<file path="config.mk">
export PLATFORM = sky130hd
export DESIGN_NAME = gat_coef_fifo
export DESIGN_NICKNAME = d
export VERILOG_FILES = /design/src/verilog/gat_coef_fifo.sv
export SDC_FILE = /design/constraint.sdc
export NUM_CORES = 1
export LEC_CHECK = 0
export BUFFER_PORTS_ARGS = -buffer_cell sky130_fd_sc_hd__buf_2
export CAP_MARGIN = 20
export CORE_MARGIN = 2
export CORE_UTILIZATION = 31
export CTS_BUF_LIST = sky130_fd_sc_hd__clkbuf_8
export DETAILED_ROUTE_END_ITERATION = 12
export HOLD_SLACK_MARGIN = 0.02
export SYNTH_ARGS = -nofsm -noshare
export SYNTH_HDL_FRONTEND = slang
export SYNTH_SLANG_ARGS = --single-unit
</file>
<file path="constraint.sdc">
create_clock -name clk -period 9.2 [get_ports clk]
set_input_delay 2.76 -clock clk [delete_from_list [all_inputs] [get_ports clk]]
set_output_delay 2.76 -clock clk [all_outputs]
set_load 0.005 [all_outputs]
</file>
<file path="src/verilog/gat_coef_fifo.sv">
`default_nettype none

module gat_coef_fifo #(
  parameter int WIDTH = 33,
  parameter int DEPTH = 16
) (
  input  wire                         clk,
  input  wire                         rst_n,
  input  wire                         wr_i,
  input  wire [WIDTH-1:0]             din_i,
  input  wire                         rd_i,
  output logic [WIDTH-1:0]            dout_o,
  output logic                        empty_o,
  output logic [$clog2(DEPTH+1)-1:0]  free_o
);

  localparam int PTR_W = (DEPTH > 1) ? $clog2(DEPTH) : 1;
  localparam int CNT_W = $clog2(DEPTH + 1);

  logic [WIDTH-1:0] mem [DEPTH];
  logic [PTR_W-1:0] wr_ptr;
  logic [PTR_W-1:0] rd_ptr;
  logic [CNT_W-1:0] count;
  logic             full;
  logic             wr_en;
  logic             rd_en;

  assign full  = (count == CNT_W'(DEPTH));
  assign wr_en = wr_i && !full;
  assign rd_en = rd_i && !empty_o;

  always_ff @(posedge clk or negedge rst_n) begin
    if (!rst_n) begin
      wr_ptr <= '0;
      rd_ptr <= '0;
      count  <= '0;
    end else begin
      if (wr_en) begin
        wr_ptr <= (wr_ptr == PTR_W'(DEPTH - 1)) ? '0 : wr_ptr + 1'b1;
      end
      if (rd_en) begin
        rd_ptr <= (rd_ptr == PTR_W'(DEPTH - 1)) ? '0 : rd_ptr + 1'b1;
      end
      count <= count + CNT_W'(wr_en) - CNT_W'(rd_en);
    end
  end

  always_ff @(posedge clk) begin
    if (wr_en) begin
      mem[wr_ptr] <= din_i;
    end
  end

  // Head shown ahead of the read
  assign dout_o  = mem[rd_ptr];
  assign empty_o = (count == '0);
  assign free_o  = CNT_W'(DEPTH) - count;

  a_no_overflow: assert property (@(posedge clk) disable iff (!rst_n)
    wr_i |-> !full)
    else $error("write to full FIFO");

  a_no_underflow: assert property (@(posedge clk) disable iff (!rst_n)
    rd_i |-> !empty_o)
    else $error("read from empty FIFO");

endmodule

`default_nettype wire

</file>
==> results.cfg <==
[worst_hold_path]
min_path_type = reg -> reg
holdPathStages = 1

[grt]
grt_busiest_layer = met2
met1_usage_pct = 18.5
antenna_found_initial = 8
grt_usage_pct = 13.9
use_met2_pct = 22.5
grt_overflow = 0
grt_max_degree = 62
grt.met3_usage_pct = 3.25
grt_pass1_vias = 10656
grt_pass1_wl_mm = 71.2

[pwr]
p_clk_share_pct = 28.2
p_int_mw = 4.79
power_switching_share_pct = 31.2
power.density_nw_per_um2 = 289
seqPwrFrac_pct = 45.0
power.switching_mw = 2.17
ir_drop_mv = 0.236
comb_power_share_pct = 26.8
leakagePower_nw = 7.93

[worst_setup_path]
worst-path-max-fanout = 56
worstPathRequired_ps = 6440
start_kind = flop
cpLargestDelayFamily = buffers and inverters
critical_path.slowest_cell = dfrtp_4
r2r_cells = 9
crit_cells = 6
path_common_cell = mux2i_1
crit_buf_inv = 2
cp_cell_sequence = buf_4 -> mux2i_1 -> a22oi_1 -> mux2i_1 -> o21ai_1 -> buf_2
cp.arrival_ps = 3710
critPathKind = reg -> out
critPathMaxStageDelay_ps = 990
crit_path_end_kind = primary output

[floorplanning]
die-area_sq_um = 70000
rows = 95
core_sq_um = 67200
start_util_pct = 31.4
die_w_microns = 265
die_y_microns = 265
io_pins = 76

[layout]
design_area_sq_um = 24100
final_nets = 1170
drive_gt1_share_pct = 27.7
most-common-layout-cells = 528 x edfxtp_1, 100 x mux2i_1, 99 x mux4_2, 88 x clkbuf_8, 75 x buf_2
synthToLayoutAreaGrowth_pct = 14.5
layout_commonest_cell = edfxtp_1
finalNonFillerCells = 2063

[clock_network]
root_buffer = clkbuf_8
clk_latency_ps = 660
cts_setup_buffers = 0
clock_path_buffers = 3
cts_buffers = 87
htreeDepth = 3
cts.sinks = 541
cts_tree = built
clk_pin_slew_ps = 60
postCtsHoldBufs = 0
cts_resized = 0

[detailed_routing]
wl_per_cell_microns = 23.5
dr_total_vias = 10206
dr.pass1.iters = 5
drc = 0
drt-initial-drc-count = 929
ant_nets = 0
vias_per_cell = 4.95
wl_mm = 48.4

[timing]
setup_violations = 0
max_freq_ghz = 0.155
finClkSkew_ps = 30.5
tns_ps = 0
maxSlewHeadroom_pct = 31.4
max_slew.worst_pin.slew_ps = 1030
hold_violations = 0
post-route-period-util_pct = 70.3
period_needed_ps = 6470
rsz0062_at_grt = no
final-max-slew-violation-count = 0

[place]
dp_hpwl_mm = 24.4
port-buffer-count = 75
gp_congestion = 0.694
dpl_cell_area_sq_um = 22400
placed_cells = 1901

[logic_synthesis]
yosysTopAreaCell = edfxtp_1
synth_cells = 985
ys_types = 30
yosys_warnings = 0
synth_nets = 1038
synth-seq-cells = 541
syn_area_sq_um = 21100
ys_seq_area_share_pct = 76.8
synth_area_leaders = edfxtp_1 75%, mux4_2 11%, mux2i_1 4.8%
avgSynthCellArea_sq_um = 21.4
synth_top_area_share_pct = 75.3

[run]
max_cap_violations = 0

[outcome]
status = finished clean
==> metrics by stage <==
| step | util, % | setup slack, ps | hold slack [ps] | total power, mW |
|---|---|---|---|---|
| final | 35.9 | 2730 | 557 | 6.96 |
| after CTS | 35.9 | 2650 | 567 | 7.07 |
| after floorplan | - | 4430 | 523 | 4.37 |
| after detailed placement | 33.4 | 3400 | 553 | 5.10 |
| after global placement | 33.4 | 3440 | 551 | 5.07 |
| after global routing | 35.9 | 2520 | 610 | 7.30 |
==> registers in the layout, summed over array words and instances (netlist names) <==
name,count
count,5
mem,528
rd_ptr,4
wr_ptr,4
==> final timing paths <==
path	slack, ps	endpoint	startpoint
worst max-delay path	2730	dout_o[27]	rd_ptr[1]
worst min-delay path	560	count[0]	count[0]
worst max register to register	5570	mem[6][18]	count[1]
worst min register to register	560	count[0]	count[0]
max in group asynchronous	6920	rd_ptr[3]	rst_n
min in group asynchronous	2000	rd_ptr[0]	rst_n
==> layer usage <==
layer / share of wire (%) / vias up
li1: - / 4408
met1: 43 / 5398
met2: 49 / 319
met3: 6.1 / 69
met4: 2.0 / 12
met5: 0.13 / -
==> cell usage after synthesis (all sizes together) <==
cell type,number
nor3,1
nor2b,4
dfrtp,13
xnor2,6
a21oi,4
and3,1
buf,39
mux4,99
mux2,1
nor3b,2
a32oi,33
a22oi,33
mux2i,100
ha,15
nand2,7
o21ai,38
o21bai,1
clkbuf,18
xor2,2
nand4,1
edfxtp,528
nor2,3
fa,1
and2,18
inv,13
nand3,4
==> area by class of cell <==
type                    instances  area, sq um
fillers                      6097        43100
well taps                     873         1090
diodes                          1         2.50
clock buffers                  88         1210
multi-input cells             374         4540
inverters                      13         48.8
flip-flops and latches        541        16200
clock inverters                73          454
repair buffers                100          563
==> power groups by stage <==
stage | clock, mW | combinational (mW) | sequential [mW]
after global routing | 2.13 | 2.02 | 3.16
after global placement | 0 | 1.90 | 3.18
after floorplan | 0 | 1.32 | 3.05
final | 1.96 | 1.86 | 3.13
after CTS | 2.02 | 1.91 | 3.14
after detailed placement | 0 | 1.91 | 3.19
==> cells by family (layout without fill, tap and decap cells) <==
group | Yosys count | in the layout | share of synthesized area (%)
DFF | 541 | 541 | 76.8
muxes | 200 | 200 | 15.4
AOI/OAI and AO/OA | 109 | 109 | 3.58
buffers and inverters | 70 | 274 | 1.78
and+or+nand+nor | 41 | 41 | 1.08
adders and majority gates | 16 | 16 | 0.986
xor gates and xnor gates | 8 | 8 | 0.333
other | 0 | 1 | 0
Power figures use the tool's default switching activity.
