### config.mk
export PLATFORM = sky130hd
export DESIGN_NAME = gat_spmm
export DESIGN_NICKNAME = d
export VERILOG_FILES = /design/src/verilog/gat_pkg.sv /design/src/verilog/gat_spmm.sv
export VERILOG_INCLUDE_DIRS = /design/src /design/src/verilog
export SDC_FILE = /design/constraint.sdc
export NUM_CORES = 1
export LEC_CHECK = 0
export ABC_AREA = 0
export BUFFER_PORTS_ARGS = -buffer_cell sky130_fd_sc_hd__buf_2
export CORE_ASPECT_RATIO = 0.8
export CORE_MARGIN = 1
export CORE_UTILIZATION = 45
export DETAILED_ROUTE_END_ITERATION = 12
export GPL_TIMING_DRIVEN = 0
export PLACE_DENSITY = 0.68
export SLEW_MARGIN = 0
export SYNTH_ARGS = -nofsm -noshare
export SYNTH_HDL_FRONTEND = slang
export SYNTH_SLANG_ARGS = --single-unit
### constraint.sdc
create_clock -name clk -period 4.4 [get_ports clk]
set_input_delay 0.88 -clock clk [delete_from_list [all_inputs] [get_ports clk]]
set_output_delay 0.88 -clock clk [all_outputs]
set_load 0.01 [all_outputs]
### src/verilog/gat_defs.svh
`ifndef GAT_DEFS_SVH
`define GAT_DEFS_SVH

// Data widths
`define GAT_DATA_W          8
`define GAT_COL_W           3
`define GAT_WH_W            20
`define GAT_COEF_W          32

// Matrix shapes
`define GAT_F_IN            8
`define GAT_F_OUT           4
`define GAT_W_NUM           (`GAT_F_IN * `GAT_F_OUT)
`define GAT_A_NUM           (2 * `GAT_F_OUT)

// Negative slope of the LeakyReLU is 2^-3
`define GAT_LEAKY_SHIFT     3

// Coefficient FIFO
`define GAT_COEF_FF_DEPTH   16
`define GAT_COEF_FF_MARGIN  4

`endif

### src/verilog/gat_pkg.sv
`default_nettype none

`include "gat_defs.svh"

package gat_pkg;

  // H values, weights and a values
  typedef logic signed [`GAT_DATA_W-1:0] data_t;

  // Column of an H entry, selects one row of W
  typedef logic [`GAT_COL_W-1:0] col_idx_t;

  // One element of a projected feature row
  typedef logic signed [`GAT_WH_W-1:0] wh_t;

  // Attention coefficient
  typedef logic signed [`GAT_COEF_W-1:0] coef_t;

  typedef enum logic [1:0] {
    LOAD_W,
    LOAD_A,
    LOADED
  } load_state_e;

endpackage

`default_nettype wire

### src/verilog/gat_spmm.sv
`default_nettype none

`include "gat_defs.svh"

module gat_spmm import gat_pkg::*; (
  input  wire                       clk,
  input  wire                       rst_n,
  input  wire                       h_vld_i,
  input  wire data_t                h_val_i,
  input  wire col_idx_t             h_col_i,
  input  wire                       h_first_i,
  input  wire                       h_last_i,
  input  wire data_t [`GAT_W_NUM-1:0] w_flat_i,
  output logic                      wh_vld_o,
  output wh_t [`GAT_F_OUT-1:0]      wh_row_o,
  output logic                      wh_first_o
);

  logic signed [2*`GAT_DATA_W-1:0] prod    [`GAT_F_OUT];
  wh_t                             sum_nxt [`GAT_F_OUT];
  wh_t                             acc     [`GAT_F_OUT];
  logic                            row_open;
  logic                            row_first_q;

  // Row h_col_i of W times the entry value, added to the running sums
  always_comb begin
    for (int j = 0; j < `GAT_F_OUT; j++) begin
      prod[j]    = h_val_i * w_flat_i[int'(h_col_i) * `GAT_F_OUT + j];
      sum_nxt[j] = acc[j] + wh_t'(prod[j]);
    end
  end

  always_ff @(posedge clk or negedge rst_n) begin
    if (!rst_n) begin
      wh_vld_o <= 1'b0;
      row_open <= 1'b0;
      for (int j = 0; j < `GAT_F_OUT; j++) begin
        acc[j] <= '0;
      end
    end else begin
      wh_vld_o <= h_vld_i && h_last_i;
      if (h_vld_i) begin
        row_open <= !h_last_i;
        for (int j = 0; j < `GAT_F_OUT; j++) begin
          acc[j] <= h_last_i ? '0 : sum_nxt[j];
        end
      end
    end
  end

  // Finished row includes the closing entry
  always_ff @(posedge clk) begin
    if (h_vld_i && h_last_i) begin
      for (int j = 0; j < `GAT_F_OUT; j++) begin
        wh_row_o[j] <= sum_nxt[j];
      end
      wh_first_o <= h_first_i;
    end
    if (h_vld_i) begin
      row_first_q <= h_first_i;
    end
  end

  a_first_stable: assert property (@(posedge clk) disable iff (!rst_n)
    (h_vld_i && row_open) |-> h_first_i == row_first_q)
    else $error("h_first_i changed inside a row");

endmodule

`default_nettype wire

==> results.py <==
metrics = {
    "run_status": {
        "status": "finished, violations left",
        "violations": "setup timing",
    },
    "sta": {
        "layout_setup_ws_ns": -1.74,
        "tns_ns": -154.36,
        "drv_slew": 0,
        "fmax_ghz": 0.163,
        "fin_skew_ns": 0.0160,
        "period_share": 1.39,
        "rsz0062_at_grt": "true",
        "finalWorstPathRequiredPeriod_ns": 6.14,
        "tightest_slew_ns": 1.43,
        "finalSetupViolCount": 123,
        "hold_violations": 0,
        "worst_slew_margin_rel": 0.0472,
    },
    "cts": {
        "cts_tree": "built",
        "clock-sinks": 162,
        "h-tree-depth": 4,
        "cts_root_buf": "clkbuf_16",
        "cts_buffers": 17,
        "path_clk_slew_ns": 0.07,
        "clock_latency_ns": 0.48,
        "cts_buffer_depth": 2,
    },
    "finish": {
        "layout.nets": 3341,
        "synthToLayoutAreaGrowth_pct": 33.9,
        "final.fill_count": 3672,
        "drive_gt1_frac": 0.398,
        "post-route-util": 0.618,
        "final_cell_area_mm2": 0.0294,
    },
    "setup_path": {
        "start_kind": "input pin",
        "required_ns": 4.62,
        "crit_path_frequent_cell": "fa_1",
        "cp.arrival_ns": 6.36,
        "slowest_delay_ns": 0.56,
        "path_max_fanout": 8,
        "crit_slowest_cell": "fa_1",
        "worstSetupPathType": "in -> reg",
        "crit_path_end_kind": "flop",
        "path_cells": "buf_16 -> buf_16 -> mux4_2 -> mux2i_4 -> and2b_1 -> fa_1 -> inv_2 -> fa_1 -> inv_1 -> fa_1 -> fa_1 -> fa_1 -> ha_4 -> o21a_1 -> o31a_1 -> o31a_1 -> o31a_1 -> a31oi_4 -> xnor2_1",
    },
    "drt": {
        "drtAntennaViolNets": 0,
        "vias_per_cell": 5.60,
        "wl_um": 75900,
        "vias": 17722,
        "drc": 0,
        "drt_pass1_iterations": 5,
        "wire_per_inst_um": 24.0,
        "drt_iter0_markers": 1272,
    },
    "place": {
        "hpwlAfterDp_um": 56600,
        "placed_area_mm2": 0.0252,
        "place_congestion": 0.967,
        "dp_slack_ns": -2.77,
        "portBuffers": 349,
    },
    "synth": {
        "synth.top_cell.area_share": 0.321,
        "ys_seq_area_frac": 0.203,
        "synth_nets": 2785,
        "ys_warn_count": 0,
        "async_flop_share": 0.500,
        "synthTopCellsByCount": "inv_1 (394), fa_1 (352), ha_1 (184), nor2b_1 (128)",
        "synth_cells": 1977,
        "yosys.cell_count.top_type": "inv_1",
        "synth_area_per_cell_um2": 11.1,
        "synth_top_cell_by_area": "fa_1",
        "synth_edf_count": 81,
        "synthFlopType": "edfxtp_1",
        "synth_area_leaders": "fa_1 (32%), edfxtp_1 (11%), ha_1 (10%), dfrtp_1 (9.2%), inv_1 (6.7%)",
        "netlist_area_mm2": 0.0219,
        "synth_seq_cells": 162,
        "synth.distinct_cells": 58,
    },
    "worst_hold_path": {
        "hold_path.class": "in -> async",
    },
    "die": {
        "die_y_um": 200,
        "io_pins": 354,
        "initial_core_util": 0.462,
        "core_mm2": 0.0475,
        "dieArea_mm2": 0.0497,
        "die_w_um": 249,
        "rows": 71,
    },
    "job": {
        "cap_viol_max_count": 0,
    },
    "global_route": {
        "grt_first_pass_wirelength_um": 113000,
        "grt_max_degree": 53,
        "gr-usage-all-layers": 0.309,
        "antenna_found_initial": 3,
        "overflow": 0,
        "grt_pass1_vias": 19080,
    },
}
## kinds of logic after synthesis
family	Yosys count	share of synthesized area
fa+ha+maj	536	0.426
buf+inv	461	0.0815
simple gates	415	0.101
compound gates	236	0.0754
flops	162	0.203
mux	100	0.0848
xor+xnor	67	0.0280
## sequential cells by signal, indices dropped and copies added, names as in the netlist
register    flops
wh_first_o      1
wh_vld_o        1
acc            80
wh_row_o       80
## worst max-delay path: cells and delay by family
family / cells / cell delay [ns]
buffers and inverters: 4 / 0.36
muxes: 2 / 0.82
and+or+nand+nor: 1 / 0.24
xor gates and xnor gates: 1 / 0.09
adders and majority gates: 6 / 2.72
AOI/OAI and AO/OA: 5 / 1.22
## path summary, 6_finish.rpt
| path | from | cells past startpoint | slack (ns) | to |
|---|---|---|---|---|
| max | h_col_i[0] | 19 | -1.74 | wh_row_o[38] |
| min | rst_n | 1 | 0.36 | wh_vld_o |
| max reg2reg | acc[46] | 16 | -0.52 | wh_row_o[38] |
| min reg2reg | acc[57] | 1 | 0.55 | acc[57] |
| max in group asynchronous | rst_n | 2 | 3.32 | acc[42] |
| min in group clk | acc[57] | 1 | 0.55 | acc[57] |
## layer usage
metal	vias to the layer above	global-route usage	routed length, µm
met2	864	0.494	35200
met3	198	0.0813	7110
met1	9070	0.395	29900
li1	7586	-	-
met5	-	0	27
met4	4	0.141	3740
## timing repair
item,in CTS,in global routing
endpoints found under the hold margin,0,0
setup endpoints to repair,128,127
buffers inserted,119,69
resized for setup,226,205
cloned,2,2
hold buffers,0,0
pin swaps,73,94
## cell usage in the layout, fill, tap and decap left out, types with 12 or more instances in the layout
master,netlist,layout
buf_6,7,36
nand2_1,79,71
fa_1,352,326
o21ai_1,0,16
xor2_1,19,13
nand2b_1,32,27
a21o_1,17,17
o21ai_0,53,18
a22o_1,28,28
and2_4,0,16
nor2_1,64,45
nor2b_1,128,120
inv_2,0,33
clkbuf_16,0,19
xnor2_2,0,14
o21a_1,16,14
buf_4,0,136
ha_4,0,60
edfxtp_1,81,81
and2b_1,13,12
clkbuf_1,51,44
mux2i_4,0,24
inv_1,394,361
xnor2_1,46,30
buf_12,0,22
nand3_1,31,25
mux4_2,64,64
a21oi_2,0,14
buf_2,4,348
nor2_2,0,12
ha_1,184,119
fa_2,0,26
dfrtp_1,81,81
## stage by stage
stage / instances / hold slack, ns
2_1_floorplan: 1977 / 0.493
3_3_place_gp: 2946 / 0.514
4_1_cts: 3101 / 0.361
6_report: 3167 / 0.365
5_1_grt: 3166 / 0.376
3_5_place_dp: 2950 / 0.538
## final cells by class
| cell class | instances | area [µm²] | area share |
|---|---|---|---|
| Antenna cell | 1 | 2.50 | 0.0000852 |
| Buffer | 65 | 502 | 0.0171 |
| Clock buffer | 23 | 499 | 0.0170 |
| Clock inverter | 9 | 73.8 | 0.00251 |
| Inverter | 394 | 1480 | 0.0503 |
| Multi-Input combinational cell | 1357 | 18000 | 0.614 |
| Sequential cell | 162 | 4460 | 0.152 |
| Tap cell | 620 | 776 | 0.0264 |
| Timing Repair Buffer | 536 | 3550 | 0.121 |
Power is not shown: default switching activity piles up to over one toggle a cycle in this logic, so the estimate is an artifact.
