## src/verilog/gat_defs.svh

```systemverilog
`ifndef GAT_DEFS_SVH
`define GAT_DEFS_SVH

// Data widths
`define GAT_DATA_W          8
`define GAT_COL_W           3
`define GAT_WH_W            20
`define GAT_COEF_W          32

// Matrix shapes
`define GAT_F_IN            8
`define GAT_F_OUT           4
`define GAT_W_NUM           (`GAT_F_IN * `GAT_F_OUT)
`define GAT_A_NUM           (2 * `GAT_F_OUT)

// Negative slope of the LeakyReLU is 2^-3
`define GAT_LEAKY_SHIFT     3

// Coefficient FIFO
`define GAT_COEF_FF_DEPTH   16
`define GAT_COEF_FF_MARGIN  4

`endif

```

## src/verilog/gat_pkg.sv

```systemverilog
`default_nettype none

`include "gat_defs.svh"

package gat_pkg;

  // H values, weights and a values
  typedef logic signed [`GAT_DATA_W-1:0] data_t;

  // Column of an H entry, selects one row of W
  typedef logic [`GAT_COL_W-1:0] col_idx_t;

  // One element of a projected feature row
  typedef logic signed [`GAT_WH_W-1:0] wh_t;

  // Attention coefficient
  typedef logic signed [`GAT_COEF_W-1:0] coef_t;

  typedef enum logic [1:0] {
    LOAD_W,
    LOAD_A,
    LOADED
  } load_state_e;

endpackage

`default_nettype wire

```

## src/verilog/gat_dmvm.sv

```systemverilog
`default_nettype none

`include "gat_defs.svh"

module gat_dmvm import gat_pkg::*; (
  input  wire                       clk,
  input  wire                       rst_n,
  input  wire                       wh_vld_i,
  input  wire wh_t [`GAT_F_OUT-1:0] wh_row_i,
  input  wire                       wh_first_i,
  input  wire data_t [`GAT_A_NUM-1:0] a_flat_i,
  output logic                      coef_wr_o,
  output logic [`GAT_COEF_W:0]      coef_din_o
);

  coef_t dot_l;
  coef_t dot_r;
  coef_t self_left_q;
  logic  s1_vld;
  logic  s1_first;
  coef_t s1_left;
  coef_t s1_right;
  coef_t s2_sum;
  coef_t s2_leaky;

  // Left half of a pairs with the self node, right half with this node
  always_comb begin
    dot_l = '0;
    dot_r = '0;
    for (int j = 0; j < `GAT_F_OUT; j++) begin
      dot_l = dot_l + coef_t'(a_flat_i[j]) * coef_t'(wh_row_i[j]);
      dot_r = dot_r + coef_t'(a_flat_i[`GAT_F_OUT + j]) * coef_t'(wh_row_i[j]);
    end
  end

  // Stage 1
  always_ff @(posedge clk or negedge rst_n) begin
    if (!rst_n) begin
      s1_vld <= 1'b0;
    end else begin
      s1_vld <= wh_vld_i;
    end
  end

  always_ff @(posedge clk) begin
    if (wh_vld_i) begin
      // Self row uses its own left product and becomes the new reference
      s1_left  <= wh_first_i ? dot_l : self_left_q;
      s1_right <= dot_r;
      s1_first <= wh_first_i;
      if (wh_first_i) begin
        self_left_q <= dot_l;
      end
    end
  end

  // Stage 2, LeakyReLU by arithmetic shift rounds toward minus infinity
  always_comb begin
    s2_sum   = s1_left + s1_right;
    s2_leaky = s2_sum[`GAT_COEF_W-1] ? (s2_sum >>> `GAT_LEAKY_SHIFT) : s2_sum;
  end

  always_ff @(posedge clk or negedge rst_n) begin
    if (!rst_n) begin
      coef_wr_o <= 1'b0;
    end else begin
      coef_wr_o <= s1_vld;
    end
  end

  always_ff @(posedge clk) begin
    if (s1_vld) begin
      coef_din_o <= {s1_first, s2_leaky};
    end
  end

endmodule

`default_nettype wire

```

## config.mk

```make
export PLATFORM = sky130hd
export DESIGN_NAME = gat_dmvm
export DESIGN_NICKNAME = d
export VERILOG_FILES = /design/src/verilog/gat_pkg.sv /design/src/verilog/gat_dmvm.sv
export VERILOG_INCLUDE_DIRS = /design/src /design/src/verilog
export SDC_FILE = /design/constraint.sdc
export NUM_CORES = 2
export LEC_CHECK = 0
export ABC_AREA = 1
export BUFFER_PORTS_ARGS = -buffer_cell sky130_fd_sc_hd__buf_2
export CAP_MARGIN = 20
export CORE_UTILIZATION = 40
export CTS_BUF_LIST = sky130_fd_sc_hd__clkbuf_16
export CTS_CLUSTER_SIZE = 20
export DETAILED_ROUTE_END_ITERATION = 10
export PLACE_DENSITY = 0.67
export SYNTH_ARGS = -nofsm -noshare
export SYNTH_HDL_FRONTEND = slang
export SYNTH_SLANG_ARGS = --single-unit
```

## constraint.sdc

```tcl
create_clock -name clk -period 3.9 [get_ports clk]
set_clock_uncertainty 0.15 [all_clocks]
set_input_delay 0.78 -clock clk [delete_from_list [all_inputs] [get_ports clk]]
set_output_delay 0.78 -clock clk [all_outputs]
set_load 0.1 [all_outputs]
```

==> tab_implementation.tex <==
\begin{tabular}{lr}
\hline
Metric & Value \\
\hline
\multicolumn{2}{l}{\textbf{Hold path}} \\
\quad Hold Crit Class & reg -> reg \\
\multicolumn{2}{l}{\textbf{Layout}} \\
\quad Util after Layout & 51.6\% \\
\quad Total area of sequential cells & 2930 sq um \\
\quad Fraction of layout instances using a drive strength above 1 & about a quarter \\
\quad Final instance area & about 67000 sq um \\
\quad Area growth from synthesis to final layout & 27.8\% \\
\quad Footprint of the multi-input gates & $\sim$44000 sq um \\
\quad Count of nets after finishing & 8931 \\
\quad Commonest non-fill, non-tap cells in the layout & inv\_1 (1945), nand2\_1 (1518), fa\_1 (1219) \\
\quad Final Non-Filler Cells & around 9000 \\
\quad Count of filler cells inserted in the layout & between 10000 and 15000 \\
\quad Leading cell type in the layout, fill and taps excluded & inv\_1 \\
\multicolumn{2}{l}{\textbf{Synth}} \\
\quad Synth warnings & 0 \\
\quad Post-synthesis sequential area ratio & 5.60\% \\
\quad Number of instances in the synthesized netlist & between 6000 and 7000 \\
\quad Number of library cell types mapped by synthesis & 38 \\
\quad Async set or reset register ratio after synthesis & approximately 2\% \\
\quad Area fraction of the dominant cell type after synthesis & roughly 53\% \\
\quad FF+latch count, synth & between 90 and 100 \\
\quad Cell types occupying the most area after synthesis & fa\_1 (53\%), inv\_1 (15\%), nand2\_1 (12\%) \\
\quad Mean instance size in the synthesized netlist & between 8 and 9 sq um \\
\quad Most frequently used flop master after synthesis & edfxtp\_1 \\
\quad Post-synthesis cell type with the largest combined area & fa\_1 \\
\quad Net count after synthesis & 8168 \\
\quad Synthesized area & 52300 sq um \\
\quad Count of flip-flops with a built-in enable after synthesis & 96 \\
\multicolumn{2}{l}{\textbf{Placed design}} \\
\quad Total cell area at the placement stage & $\sim$62000 sq um \\
\quad Total placed cells including tap cells & 8699 \\
\quad Routability congestion estimate & around 1 \\
\quad Number of port buffers & $\sim$180 \\
\quad Final HPWL DP & around 160000 um \\
\multicolumn{2}{l}{\textbf{Route}} \\
\quad Vias post-DR & 41982 \\
\quad Pre-Repair DR Iteration Count & 5 \\
\quad Antenna Violating Nets Remaining & 0 \\
\quad Count of routing violations after the opening detailed-route iteration & 2762 \\
\quad Routed length on met3 & between 9000 and 10000 um \\
\quad Top layer reached by signal wires & met5 \\
\quad Average wire per cell in the routed design & roughly 20 um \\
\quad Wire length on met1 & approximately 64000 um \\
\quad Final wirelength & around 180000 um \\
\quad Wire length on met2 & slightly above 90000 um \\
\quad Number of vias per cell after detailed routing & $\sim$4.7 \\
\quad Residual DRC & 0 \\
\multicolumn{2}{l}{\textbf{Clock tree}} \\
\quad Cell at the root of the clock tree & clkbuf\_16 \\
\quad Clock transition time at the flip-flop clock pins of the worst setup and hold paths & around 90 ps \\
\quad Clock Latency Late Sink & 400 ps \\
\quad Clock net sink count & 98 \\
\quad TritonCTS clock tree & yes \\
\quad H-Tree Level Count & 3 \\
\quad Cts bufs inserted & 9 \\
\quad Deepest clock path buffer count & 2 \\
\multicolumn{2}{l}{\textbf{STA}} \\
\quad Actual slew at the worst max-slew pin & just under 500 ps \\
\quad Endpoints failing hold & 0 \\
\quad Rel. slew slack & between 60\% and 70\% \\
\quad WHS & $\sim$280 ps \\
\quad Fmax achieved & about 140 MHz \\
\quad Portion of the clock cycle consumed by the worst path in the final layout & 180\% \\
\quad Tmin final & 7010 ps \\
\quad Setup repair after global routing missed its margin & yes \\
\quad Smallest setup slack after layout & -3110 ps \\
\quad Final number of setup-violating endpoints & 58 \\
\quad Fin. max-slew vios & 0 \\
\multicolumn{2}{l}{\textbf{GRT}} \\
\quad Antenna violations before repair & 10 \\
\quad First-pass GRT wire length & approximately 270000 um \\
\quad Vias in the first global route & approximately 45000 \\
\quad Total overflow reported by the global router & 0 \\
\quad Total GRT Usage & between 20 and 30\% \\
\quad Maximum number of pins on one net before global-route repair & 35 \\
\multicolumn{2}{l}{\textbf{Worst setup path}} \\
\quad Highest fanout seen on the critical path & 5 \\
\quad Register-to-register setup slack & 1010 ps \\
\quad Buffer and inverter count on the worst path & 10 \\
\quad Cell family with the largest share of critical-path delay & adder cells \\
\quad Worst Path Arrival & between 7000 and 8000 ps \\
\quad Type of destination of the critical path & register \\
\quad Crit path kind & in -> reg \\
\quad Data required time of the worst path & 3900 ps \\
\quad Crit start category & input pin \\
\quad Master of the slowest instance on the critical path & fa\_2 \\
\quad Stage delay of the slowest cell on the critical path & 700 ps \\
\multicolumn{2}{l}{\textbf{Floorplan}} \\
\quad Core area & around 130000 sq um \\
\quad Number of top-level pins & roughly 180 \\
\quad Vertical die dimension & approximately 360 um \\
\quad Die Area & about 130000 sq um \\
\quad Starting density of the core & $\sim$40\% \\
\quad Number of core rows & around 130 \\
\quad Floorplan die width & $\sim$360 um \\
\multicolumn{2}{l}{\textbf{Run status}} \\
\quad Outcome & finished, violations left \\
\quad Failing checks & negative setup slack \\
\multicolumn{2}{l}{\textbf{Run}} \\
\quad Max-cap violations & 0 \\
\hline
\end{tabular}
## layout make-up
class                           instances  share of cell area (%)
Timing Repair Buffer                  994                    14.3
Tap cell                             1742                    3.26
Multi-Input combinational cell       3897                    65.8
Inverter                             2109                    11.9
Antenna cell                            5                  0.0187
Clock inverter                          7                  0.0972
Sequential cell                        98                    4.38
Clock buffer                            9                   0.337
## through the flow
stage / setup TNS (ps) / setup slack, ps
after floorplan: -140280 / -2900
after global placement: -188290 / -3730
after detailed placement: -190710 / -3820
after CTS: -153030 / -3060
after global routing: -163510 / -3270
final: -156460 / -3110
## cells by family after synthesis
logic type	share of synthesized area, %
adder cells (fa/ha/maj)	59.7
XOR/XNOR	1.32
flip-flops	5.60
AO/OA/AOI/OAI	1.58
buffers and inverters	16.9
AND/OR/NAND/NOR	14.9
## what timing repair did
item                       CTS  global route
hold buffers                 1             0
cloned                       8             9
hold endpoints to repair     1             0
pin swaps                  251           343
gates resized for setup    560           490
setup buffers               67            73
setup endpoints to repair   58            58
## routing by layer
metal | track usage [%] | vias to the layer above
li1 | - | 19053
met5 | 0 | -
met3 | 2.71 | 432
met4 | 19.7 | 10
met1 | 31.1 | 21112
met2 | 49.8 | 1375
## path summary, 6_finish.rpt
path                              startpoint              to  cells past startpoint
max in group asynchronous              rst_n       coef_wr_o                      2
worst min register to register      s1_first  coef_din_o[32]                      0
worst max register to register   s1_left[18]  coef_din_o[21]                     13
worst max-delay path            a_flat_i[10]     s1_left[25]                     25
worst min-delay path                s1_first  coef_din_o[32]                      0
min in group asynchronous              rst_n          s1_vld                      2
## Yosys cell counts, types with 4 or more instances
library cell  count
a21o_1            4
a21oi_1          82
buf_2             7
clkbuf_1        233
edfxtp_1         96
fa_1           1373
ha_1            301
inv_1          2101
inv_2             8
nand2_1        1660
nand2_2          12
nand3_1          97
nand4_1          33
nor2_1          158
nor3_1           18
o21ai_0          40
o21bai_1         12
xnor2_1          20
xor2_1           59
## registers in the layout (all words and copies together) (netlist names)
signal / cells
s1_right: 31
coef_din_o: 33
s1_vld: 1
s1_left: 31
coef_wr_o: 1
s1_first: 1
Power is not shown: default switching activity piles up to over one toggle a cycle in this logic, so the estimate is an artifact.
