$ cat config.mk
export PLATFORM = sky130hd
export DESIGN_NAME = gat_param_loader
export DESIGN_NICKNAME = d
export VERILOG_FILES = /design/src/verilog/gat_pkg.sv /design/src/verilog/gat_param_loader.sv
export VERILOG_INCLUDE_DIRS = /design/src /design/src/verilog
export SDC_FILE = /design/constraint.sdc
export NUM_CORES = 1
export LEC_CHECK = 0
export BUFFER_PORTS_ARGS = -buffer_cell sky130_fd_sc_hd__buf_2
export CAP_MARGIN = 10
export CORE_MARGIN = 2
export CORE_UTILIZATION = 50
export DETAILED_ROUTE_END_ITERATION = 7
export GPL_ROUTABILITY_DRIVEN = 0
export MAX_ROUTING_LAYER = met4
export PLACE_DENSITY = 0.78
export SKIP_LAST_GASP = 1
export SYNTH_ARGS = -nofsm -noshare
export SYNTH_HDL_FRONTEND = slang
export SYNTH_SLANG_ARGS = --single-unit
$ cat constraint.sdc
create_clock -name clk -period 2.5 [get_ports clk]
set_clock_uncertainty 0.05 [all_clocks]
set_input_delay 0.125 -clock clk [delete_from_list [all_inputs] [get_ports clk]]
set_output_delay 0.125 -clock clk [all_outputs]
set_load 0.03 [all_outputs]
$ cat src/verilog/gat_defs.svh
`ifndef GAT_DEFS_SVH
`define GAT_DEFS_SVH

// Data widths
`define GAT_DATA_W          8
`define GAT_COL_W           3
`define GAT_WH_W            20
`define GAT_COEF_W          32

// Matrix shapes
`define GAT_F_IN            8
`define GAT_F_OUT           4
`define GAT_W_NUM           (`GAT_F_IN * `GAT_F_OUT)
`define GAT_A_NUM           (2 * `GAT_F_OUT)

// Negative slope of the LeakyReLU is 2^-3
`define GAT_LEAKY_SHIFT     3

// Coefficient FIFO
`define GAT_COEF_FF_DEPTH   16
`define GAT_COEF_FF_MARGIN  4

`endif

$ cat src/verilog/gat_pkg.sv
`default_nettype none

`include "gat_defs.svh"

package gat_pkg;

  // H values, weights and a values
  typedef logic signed [`GAT_DATA_W-1:0] data_t;

  // Column of an H entry, selects one row of W
  typedef logic [`GAT_COL_W-1:0] col_idx_t;

  // One element of a projected feature row
  typedef logic signed [`GAT_WH_W-1:0] wh_t;

  // Attention coefficient
  typedef logic signed [`GAT_COEF_W-1:0] coef_t;

  typedef enum logic [1:0] {
    LOAD_W,
    LOAD_A,
    LOADED
  } load_state_e;

endpackage

`default_nettype wire

$ cat src/verilog/gat_param_loader.sv
`default_nettype none

`include "gat_defs.svh"

module gat_param_loader import gat_pkg::*; (
  input  wire                       clk,
  input  wire                       rst_n,
  input  wire                       wgt_vld_i,
  input  wire data_t                wgt_i,
  input  wire                       a_vld_i,
  input  wire data_t                a_i,
  output data_t [`GAT_W_NUM-1:0]    w_flat_o,
  output data_t [`GAT_A_NUM-1:0]    a_flat_o,
  output logic                      params_ready_o
);

  localparam int IDX_W = $clog2(`GAT_W_NUM);

  load_state_e            state;
  logic [IDX_W-1:0]       idx;
  data_t [`GAT_W_NUM-1:0] w_q;
  data_t [`GAT_A_NUM-1:0] a_q;

  // Shared index walks W first, then a
  always_ff @(posedge clk or negedge rst_n) begin
    if (!rst_n) begin
      state <= LOAD_W;
      idx   <= '0;
    end else begin
      case (state)
        LOAD_W: begin
          if (wgt_vld_i) begin
            if (idx == IDX_W'(`GAT_W_NUM - 1)) begin
              state <= LOAD_A;
              idx   <= '0;
            end else begin
              idx <= idx + 1'b1;
            end
          end
        end
        LOAD_A: begin
          if (a_vld_i) begin
            if (idx == IDX_W'(`GAT_A_NUM - 1)) begin
              state <= LOADED;
              idx   <= '0;
            end else begin
              idx <= idx + 1'b1;
            end
          end
        end
        default: begin
          state <= LOADED;
        end
      endcase
    end
  end

  always_ff @(posedge clk) begin
    if (state == LOAD_W && wgt_vld_i) begin
      w_q[idx] <= wgt_i;
    end
    if (state == LOAD_A && a_vld_i) begin
      a_q[idx] <= a_i;
    end
  end

  assign w_flat_o       = w_q;
  assign a_flat_o       = a_q;
  assign params_ready_o = (state == LOADED);

  // Weights only while W is loading, a values only while a is loading
  a_wgt_in_state: assert property (@(posedge clk) disable iff (!rst_n)
    wgt_vld_i |-> state == LOAD_W)
    else $error("weight strobe outside LOAD_W");

  a_a_in_state: assert property (@(posedge clk) disable iff (!rst_n)
    a_vld_i |-> state == LOAD_A)
    else $error("a strobe outside LOAD_A");

endmodule

`default_nettype wire

==> metrics.yaml, run 1 <==
min_period_ns: 2.08
power_density_mw_per_mm2: 871
yosys_warnings: 0
synth_top_area_share_pct: 92.9
synthToLayoutAreaGrowth_pct: 32.4
grt-ovfl-total: 0
htree_levels: 1
start_util_pct: 51.0
wire_per_inst_um: 21.7
worstSetupPathType: "reg -> reg"
final.setup.tns_ns: 0
core_area_mm2: 0.0203
synth_cell_types: 31
grt_max_degree: 33
drive_above_1_share_pct: 49.8
cpPeakStageDelay_ns: 0.44
holdWs_ns: 0.0363
yosysTopAreaCell: "edfxtp_1"
yosysMostFrequentCell: "edfxtp_1"
worstPathCellList: "nand2b_1 > nor2_1 > nand2_1 > nor2_1 > buf_4"
synth_commonest_cells: "edfxtp_1, nor2_1, nand2_1"
die_w_um: 148
cts_buffers: 31
die-area_mm2: 0.0219
viasPerCell: 4.99
clock-sinks: 327
rows: 52
required_ns: 2.69
relSlewSlack_pct: 48.5
top_level_ports: 341
port_buffers: 340
ys.flop_type: "edfxtp_1"
clock_latency_ns: 0.55
antenna_cells: 0
cts_resized: 0
cts.path.max_buffers: 3
synth_enable_flop_cells: 320
maxSlewViolCount: 0
setup_violations: 0
ir_worst_vdd_mv: 0.570
cp.arrival_ns: 2.27
drtIter0Drc: 404
synthCells: 427
endpoint_kind: "flop"
worst_path_max_delay_cell: "nand2_1"
drtPass1Iterations: 5
antenna_found_initial: 0
clkTransAtPathRegs_ns: 0.06
antenna_left: 0
grt_pass1_wl_um: 34500
final_hold_viol_count: 0
cts_root_buf: "clkbuf_16"
ys_seq_elements: 327
cpMostUsedCell: "nor2_1"
synth_nets: 453
critPathTopFamily: "simple AND/OR/NAND/NOR gates"
first_global_vias: 5583
dp_hpwl_um: 15400
final_nets: 871
start_kind: "flop"
grt.total_usage_pct: 22.4
drv_cap: 0
min_path_type: "in -> reg"
rsz0062_at_grt: "false"
cts_setup_buffers: 0
status: "finished, final reports clean"
wl_um: 24700
yosysSeqAreaShare_pct: 94.6
finalCritPeriodShare_pct: 83.3
synth_area_mm2: 0.0103
syn_area_per_cell_um2: 24.2
vias: 5670
fmax_mhz: 480
cts_tree: "yes"
synth_area_leaders: "edfxtp_1, dfrtp_1, nor2_1"
die_h_um: 148
crit_buf_inv: 1
p_leak_nw: 5.22
async_reset_ff_share_pct: 2.14
drc: 0
critPathMaxFanout: 8
worst_pin_slew_ns: 0.772
## layout make-up
type	instances	area, µm²
Sequential cell	327	9780
Fill cell	1334	6600
Timing Repair Buffer	389	2100
Clock buffer	39	806
Multi-Input combinational cell	93	520
Tap cell	270	338
Clock inverter	16	145
Inverter	3	11.3
## kinds of logic after synthesis
family          Yosys count  synth area share [%]
simple gates             74                  3.43
flops                   327                  94.6
fa+ha+maj                 6                 0.726
buf+inv                   7                 0.399
compound gates           13                 0.871
## routing by layer
layer / routed length [µm] / vias to the layer above / GRT usage (%)
met1: 9570 / 2779 / 28.1
met5: 0 / - / -
li1: - / 2506 / -
met3: 1930 / 45 / 4.44
met2: 12600 / 340 / 37.6
met4: 602 / 0 / 6.95
## metrics by stage
step	setup slack, ns	util [%]	instances	power, W	instance area, µm²
6_report	0.418	67.5	1137	0.0119	13700
5_1_grt	0.246	67.5	1137	0.0123	13700
4_1_cts	0.407	67.5	1137	0.0120	13700
3_5_place_dp	0.476	62.3	1071	0.00771	12600
3_3_place_gp	0.530	62.3	1071	0.00769	12600
2_1_floorplan	0.599	-	427	0.00722	10300
## registers in the layout (all words and copies together) (netlist names)
| signal | cells |
|---|---|
| w_flat_o | 256 |
| a_flat_o | 64 |
| idx | 5 |
| state | 2 |
## placed cells by master, fill, tap and decap left out, drive strengths merged, types with 5 or more instances in the layout
master       count
buf            378
clkinv           8
inv              5
nand2            9
dlygate4sd3     11
clkbuf          39
dfrtp            7
ha               6
nor2            42
nor3             5
edfxtp         320
## worst min-delay path, cell delays in order
cell	delay, ns
buf_2	0.12
nand2_1	0.07
nor3_1	0.06
nor3_1	0.19
## what timing repair did
action,in CTS,in global routing
hold endpoints to repair,72,0
hold buffers,11,0
endpoints found under the setup margin,0,0
## report_power, final
group | leakage (nW) | total [W] | switching, W | internal (W)
Combinational | 1.80 | 0.00117 | 0.000860 | 0.000306
Sequential | 2.97 | 0.00643 | 0.000156 | 0.00627
Clock | 0.456 | 0.00434 | 0.00186 | 0.00249
Total | 5.22 | 0.0119 | 0.00287 | 0.00907
## worst paths after layout
path | slack, ns | startpoint | depth (start not counted) | endpoint
worst max-delay path | 0.42 | state[0] | 5 | w_flat_o[188]
worst min-delay path | 0.04 | a_vld_i | 4 | state[0]
worst max register to register | 0.42 | state[0] | 5 | w_flat_o[188]
worst min register to register | 0.52 | state[1] | 1 | state[0]
max in group asynchronous | 1.63 | rst_n | 3 | idx[3]
min in group asynchronous | 0.50 | rst_n | 3 | idx[1]
Note: power is estimated with default switching activity, not from simulation.
==> inputs of run 2 (changes only) <==
Settings changed: CORE_UTILIZATION 50 to 45, PLACE_DENSITY 0.78 to 0.74.
Clock period 2.5 ns to 1.67 ns, I/O delays scaled along.
==> metrics.yaml, run 2 (same netlist as run 1, synthesis figures left out) <==
status: "finished, final reports clean"
cts_root_buf: "clkbuf_16"
drtIter0Drc: 396
required_ns: 2.12
clock-sinks: 327
wire_per_inst_um: 21.9
final_nets: 904
synthToLayoutAreaGrowth_pct: 38.1
power_density_mw_per_mm2: 1310
setup_violations: 0
rsz0062_at_grt: "true"
drive_above_1_share_pct: 54.9
drc: 0
top_level_ports: 341
worstHoldStart: "wgt_i[5]"
min_period_ns: 1.66
wl_um: 26000
drtPass1Iterations: 4
p_total_w: 0.0187
worstSetupPathType: "reg -> reg"
port_buffers: 340
die-area_mm2: 0.0242
reg2reg_slack_ns: 0.01
maxSlewViolCount: 0
final_util_pct: 63.3
die_w_um: 156
cts.path.max_buffers: 3
dpl.cell_count: 1115
largest_reg_flops: 256
drv_cap: 0
clkTransAtPathRegs_ns: 0.06
first_global_vias: 5900
startpoint: "idx[1]"
grt_max_degree: 33
antenna_left: 0
core_area_mm2: 0.0226
finalCritPeriodShare_pct: 99.2
fmax_mhz: 604
grt-ovfl-total: 0
layout_common_cells: "buf_2, edfxtp_1, buf_4"
ir_worst_vdd_mv: 1.17
critPathMaxFanout: 5
antenna_found_initial: 0
cp.arrival_ns: 2.11
r2r_start: "idx[1]"
worstPathCellList: "ha_2 > and3_1 > ha_1 > buf_4 > a21oi_1 > a22o_1"
rows: 55
p_leak_nw: 5.46
relSlewSlack_pct: 69.9
die_h_um: 156
dp_hpwl_um: 17300
worst_pin_slew_ns: 0.452
antenna_cells: 0
endpoint_kind: "flop"
final_common_cell: "buf_2"
htree_levels: 1
final_hold_viol_count: 0
start_kind: "flop"
cts_buffers: 31
use_met2_pct: 37.0
cpPeakStageDelay_ns: 0.44
clock_latency_ns: 0.56
cts_tree: "yes"
finalNonFillerCells: 1188
top_usage_layer: "met2"
grt_pass1_wl_um: 36800
vias: 5905
start_util_pct: 45.8
viasPerCell: 4.97
worst_path_max_delay_cell: "dfrtp_1"
grt_util_met1_pct: 24.8
grt.total_usage_pct: 21.3
met3_usage_pct: 4.64
min_path_type: "in -> reg"
run 2: cell types whose count changed in the layout (fill, tap and decap cells not counted), sizes merged:
cell	previous run	this run
buf	378	408
dlygate4sd3	11	14
bufinv	2	3
clkbuf	39	33
inv	5	6
clkinvlp	4	2
clkinv	8	17
run 2: final timing paths:
path	to	cells past startpoint
worst max-delay path	idx[3]	6
worst min-delay path	w_flat_o[53]	2
worst max register to register	idx[3]	6
worst min register to register	state[0]	1
max in group asynchronous	state[1]	3
min in group asynchronous	idx[2]	3
run 2: cell type report:
class | count | area [µm²]
sequential | 327 | 9790
fill | 1551 | 8280
timing repair buffer | 422 | 2500
clock buffer | 33 | 783
multi-input combinational | 93 | 608
tap | 285 | 357
clock inverter | 25 | 234
inverter | 3 | 13.8
run 2: per-layer routing:
| metal | up-vias | part of all wire [%] |
|---|---|---|
| li1 | 2577 | - |
| met5 | - | 0 |
| met4 | 0 | 3.0 |
| met1 | 2942 | 36 |
| met2 | 337 | 53 |
| met3 | 49 | 7.9 |
run 2: worst max-delay path: cells and delay by family, from the launching register on:
| kind | cells | cell delay, ns |
|---|---|---|
| buffers and inverters | 1 | 0.15 |
| AND/OR/NAND/NOR | 1 | 0.19 |
| AO/OA/AOI/OAI | 2 | 0.33 |
| flip-flops | 1 | 0.44 |
| adder cells (fa/ha/maj) | 2 | 0.43 |
run 2: what timing repair did:
item	in CTS	in global routing
cloned	0	0
buffers inserted	0	1
resized for setup	3	24
endpoints found under the setup margin	187	290
hold endpoints to repair	98	0
hold buffers	14	0
pin swaps	0	5
run 2: power breakdown:
part	total [W]	switching [W]	internal [W]
logic	0.00229	0.00153	0.000767
registers	0.00957	0.000173	0.00940
clock network	0.00684	0.00294	0.00390
run 2: stage by stage:
step                TNS (ns)  instance area [µm²]  hold slack, ns  worst slack, ns
floorplan             -21.83                10400          -0.262           -0.206
global placement      -0.532                13000          -0.116          -0.0432
detailed placement     -3.17                13000          -0.120          -0.0554
CTS                  -0.0408                14200          0.0205         -0.00417
global route           -2.72                14300          0.0327          -0.0405
finish                     0                14300          0.0306           0.0133
==> inputs of run 3 (changes only) <==
Settings changed: CELL_PAD_IN_SITES_DETAIL_PLACEMENT set to 1, CELL_PAD_IN_SITES_GLOBAL_PLACEMENT set to 1, CORE_UTILIZATION 45 to 38, CTS_CLUSTER_SIZE set to 16.
==> metrics.yaml, run 3 (same netlist as run 1, synthesis figures left out) <==
clockPowerShare_pct: 40.0
drc: 0
start_kind: "flop"
min_path_type: "in -> reg"
met3_usage_pct: 5.10
reg2reg_slack_ns: 0.04
endpoint_kind: "flop"
clock_latency_ns: 0.50
grt_max_degree: 33
viasPerCell: 4.77
relSlewSlack_pct: 70.4
worstHoldStart: "wgt_i[7]"
cts_buffers: 35
die-area_mm2: 0.0286
violations: "hold timing"
final_common_cell: "buf_2"
switchingPower_w: 0.00488
grt.total_usage_pct: 20.3
setup_violations: 0
cpPeakStageDelay_ns: 0.50
ir_worst_vdd_mv: 0.787
fin_ws_ns: 0.0362
cts.path.max_buffers: 3
p_leak_nw: 5.64
drv_cap: 0
hold_end: "w_flat_o[143]"
multi_input_area_um2: 708
seq_power_share_pct: 47.5
rows: 60
fmax_mhz: 612
antenna_left: 0
critPathMaxFanout: 6
r2r_start: "idx[3]"
drive_above_1_share_pct: 57.5
holdWs_ns: -0.000949
switching_share_pct: 24.2
htree_levels: 2
cts_root_buf: "clkbuf_16"
power_density_mw_per_mm2: 1360
top_level_ports: 341
core_area_mm2: 0.0269
start_util_pct: 38.5
grt_util_met1_pct: 23.1
die_h_um: 169
required_ns: 2.01
min_period_ns: 1.63
final.setup.tns_ns: 0
port_buffers: 340
reg2reg_depth: 4
rsz0062_at_grt: "true"
worstPathCellList: "or3b_4 > nor3_4 > nor2_2 > a32o_2"
fillers: 2502
final_nets: 918
maxSlewViolCount: 0
synthToLayoutAreaGrowth_pct: 43.4
finalCritPeriodShare_pct: 97.8
regArea_mm2: 0.00979
cp.arrival_ns: 1.97
status: "finished with violations"
antenna_cells: 0
p_int_w: 0.0153
clkTransAtPathRegs_ns: 0.06
cts_tree: "yes"
antenna_found_initial: 0
first_global_vias: 6386
layout_common_cells: "buf_2, edfxtp_1, clkbuf_16"
use_met2_pct: 34.9
largest_reg_flops: 256
top_usage_layer: "met2"
grt-ovfl-total: 0
worst_pin_slew_ns: 0.444
wl_um: 28900
vias: 6000
worstSetupPathType: "reg -> reg"
worst_path_max_delay_cell: "or3b_4"
p_comb_share_pct: 12.5
reg2reg_to: "idx[1]"
wire_per_inst_um: 22.9
die_w_um: 169
drtPass1Iterations: 4
dp_hpwl_um: 19400
grt_pass1_wl_um: 41100
pre_cts_ws_ns: -0.101
clock-sinks: 327
hold_path_depth: 2
drtIter0Drc: 474
final_hold_viol_count: 1
[run 3: cell count changes in the layout (fill, tap and decap cells not counted), sizes merged]
cell         delta
clkbuf          +8
clkinv          -5
bufinv          +3
dlygate4sd3     +1
inv             -1
buf             +9
[run 3: worst max path at each step]
stage | startpoint | to | slack (ns) | depth (start not counted)
detailed placement | state[0] | w_flat_o[137] | -0.10 | 7
global route | state[0] | w_flat_o[41] | -0.04 | 7
CTS | state[0] | w_flat_o[139] | 0.007 | 7
global placement | idx[2] | w_flat_o[140] | -0.09 | 3
floorplan | idx[3] | w_flat_o[128] | -0.21 | 3
finish | idx[3] | idx[1] | 0.04 | 4
[run 3: critical path, delay by kind of cell, from the launching register on]
family / cells / cell delay [ns]
flops: 1 / 0.45
simple gates: 3 / 0.78
compound gates: 1 / 0.26
[run 3: layer usage]
metal | vias to the layer above | part of all wire [%]
li1 | 2610 | -
met1 | 3049 | 39
met3 | 53 | 6.3
met2 | 288 | 52
met5 | - | 0
met4 | 0 | 3.0
[run 3: layout make-up]
| class | count | area share, % |
|---|---|---|
| Clock buffer | 41 | 6.34 |
| Tap cell | 341 | 2.87 |
| Inverter | 3 | 0.0759 |
| Clock inverter | 22 | 1.83 |
| Sequential cell | 327 | 65.9 |
| Multi-Input combinational cell | 93 | 4.77 |
| Timing Repair Buffer | 432 | 18.2 |
[run 3: repair_timing]
item	4_1_cts	5_1_grt
pin swaps	3	1
setup buffers	3	2
hold endpoints to repair	114	0
endpoints found under the setup margin	235	273
hold buffers	15	0
gates resized for setup	23	54
[run 3: power by group through the flow]
stage | clock, W | combinational, W | sequential, W
CTS | 0.00819 | 0.00235 | 0.00957
global placement | 0 | 0.00220 | 0.00970
global route | 0.00845 | 0.00270 | 0.00960
detailed placement | 0 | 0.00225 | 0.00973
floorplan | 0 | 0.000688 | 0.0102
finish | 0.00805 | 0.00251 | 0.00957
[run 3: through the flow]
stage | power, W | hold WS (ns) | std cells | util [%] | area [µm²]
final | 0.0201 | -0.000949 | 1259 | 55.2 | 14800
after global routing | 0.0207 | 0.00684 | 1259 | 55.2 | 14800
after CTS | 0.0201 | 0.00278 | 1257 | 54.5 | 14600
after detailed placement | 0.0120 | -0.111 | 1176 | 49.0 | 13200
after global placement | 0.0119 | -0.117 | 1176 | 49.0 | 13200
after floorplan | 0.0109 | -0.262 | 427 | - | 10400
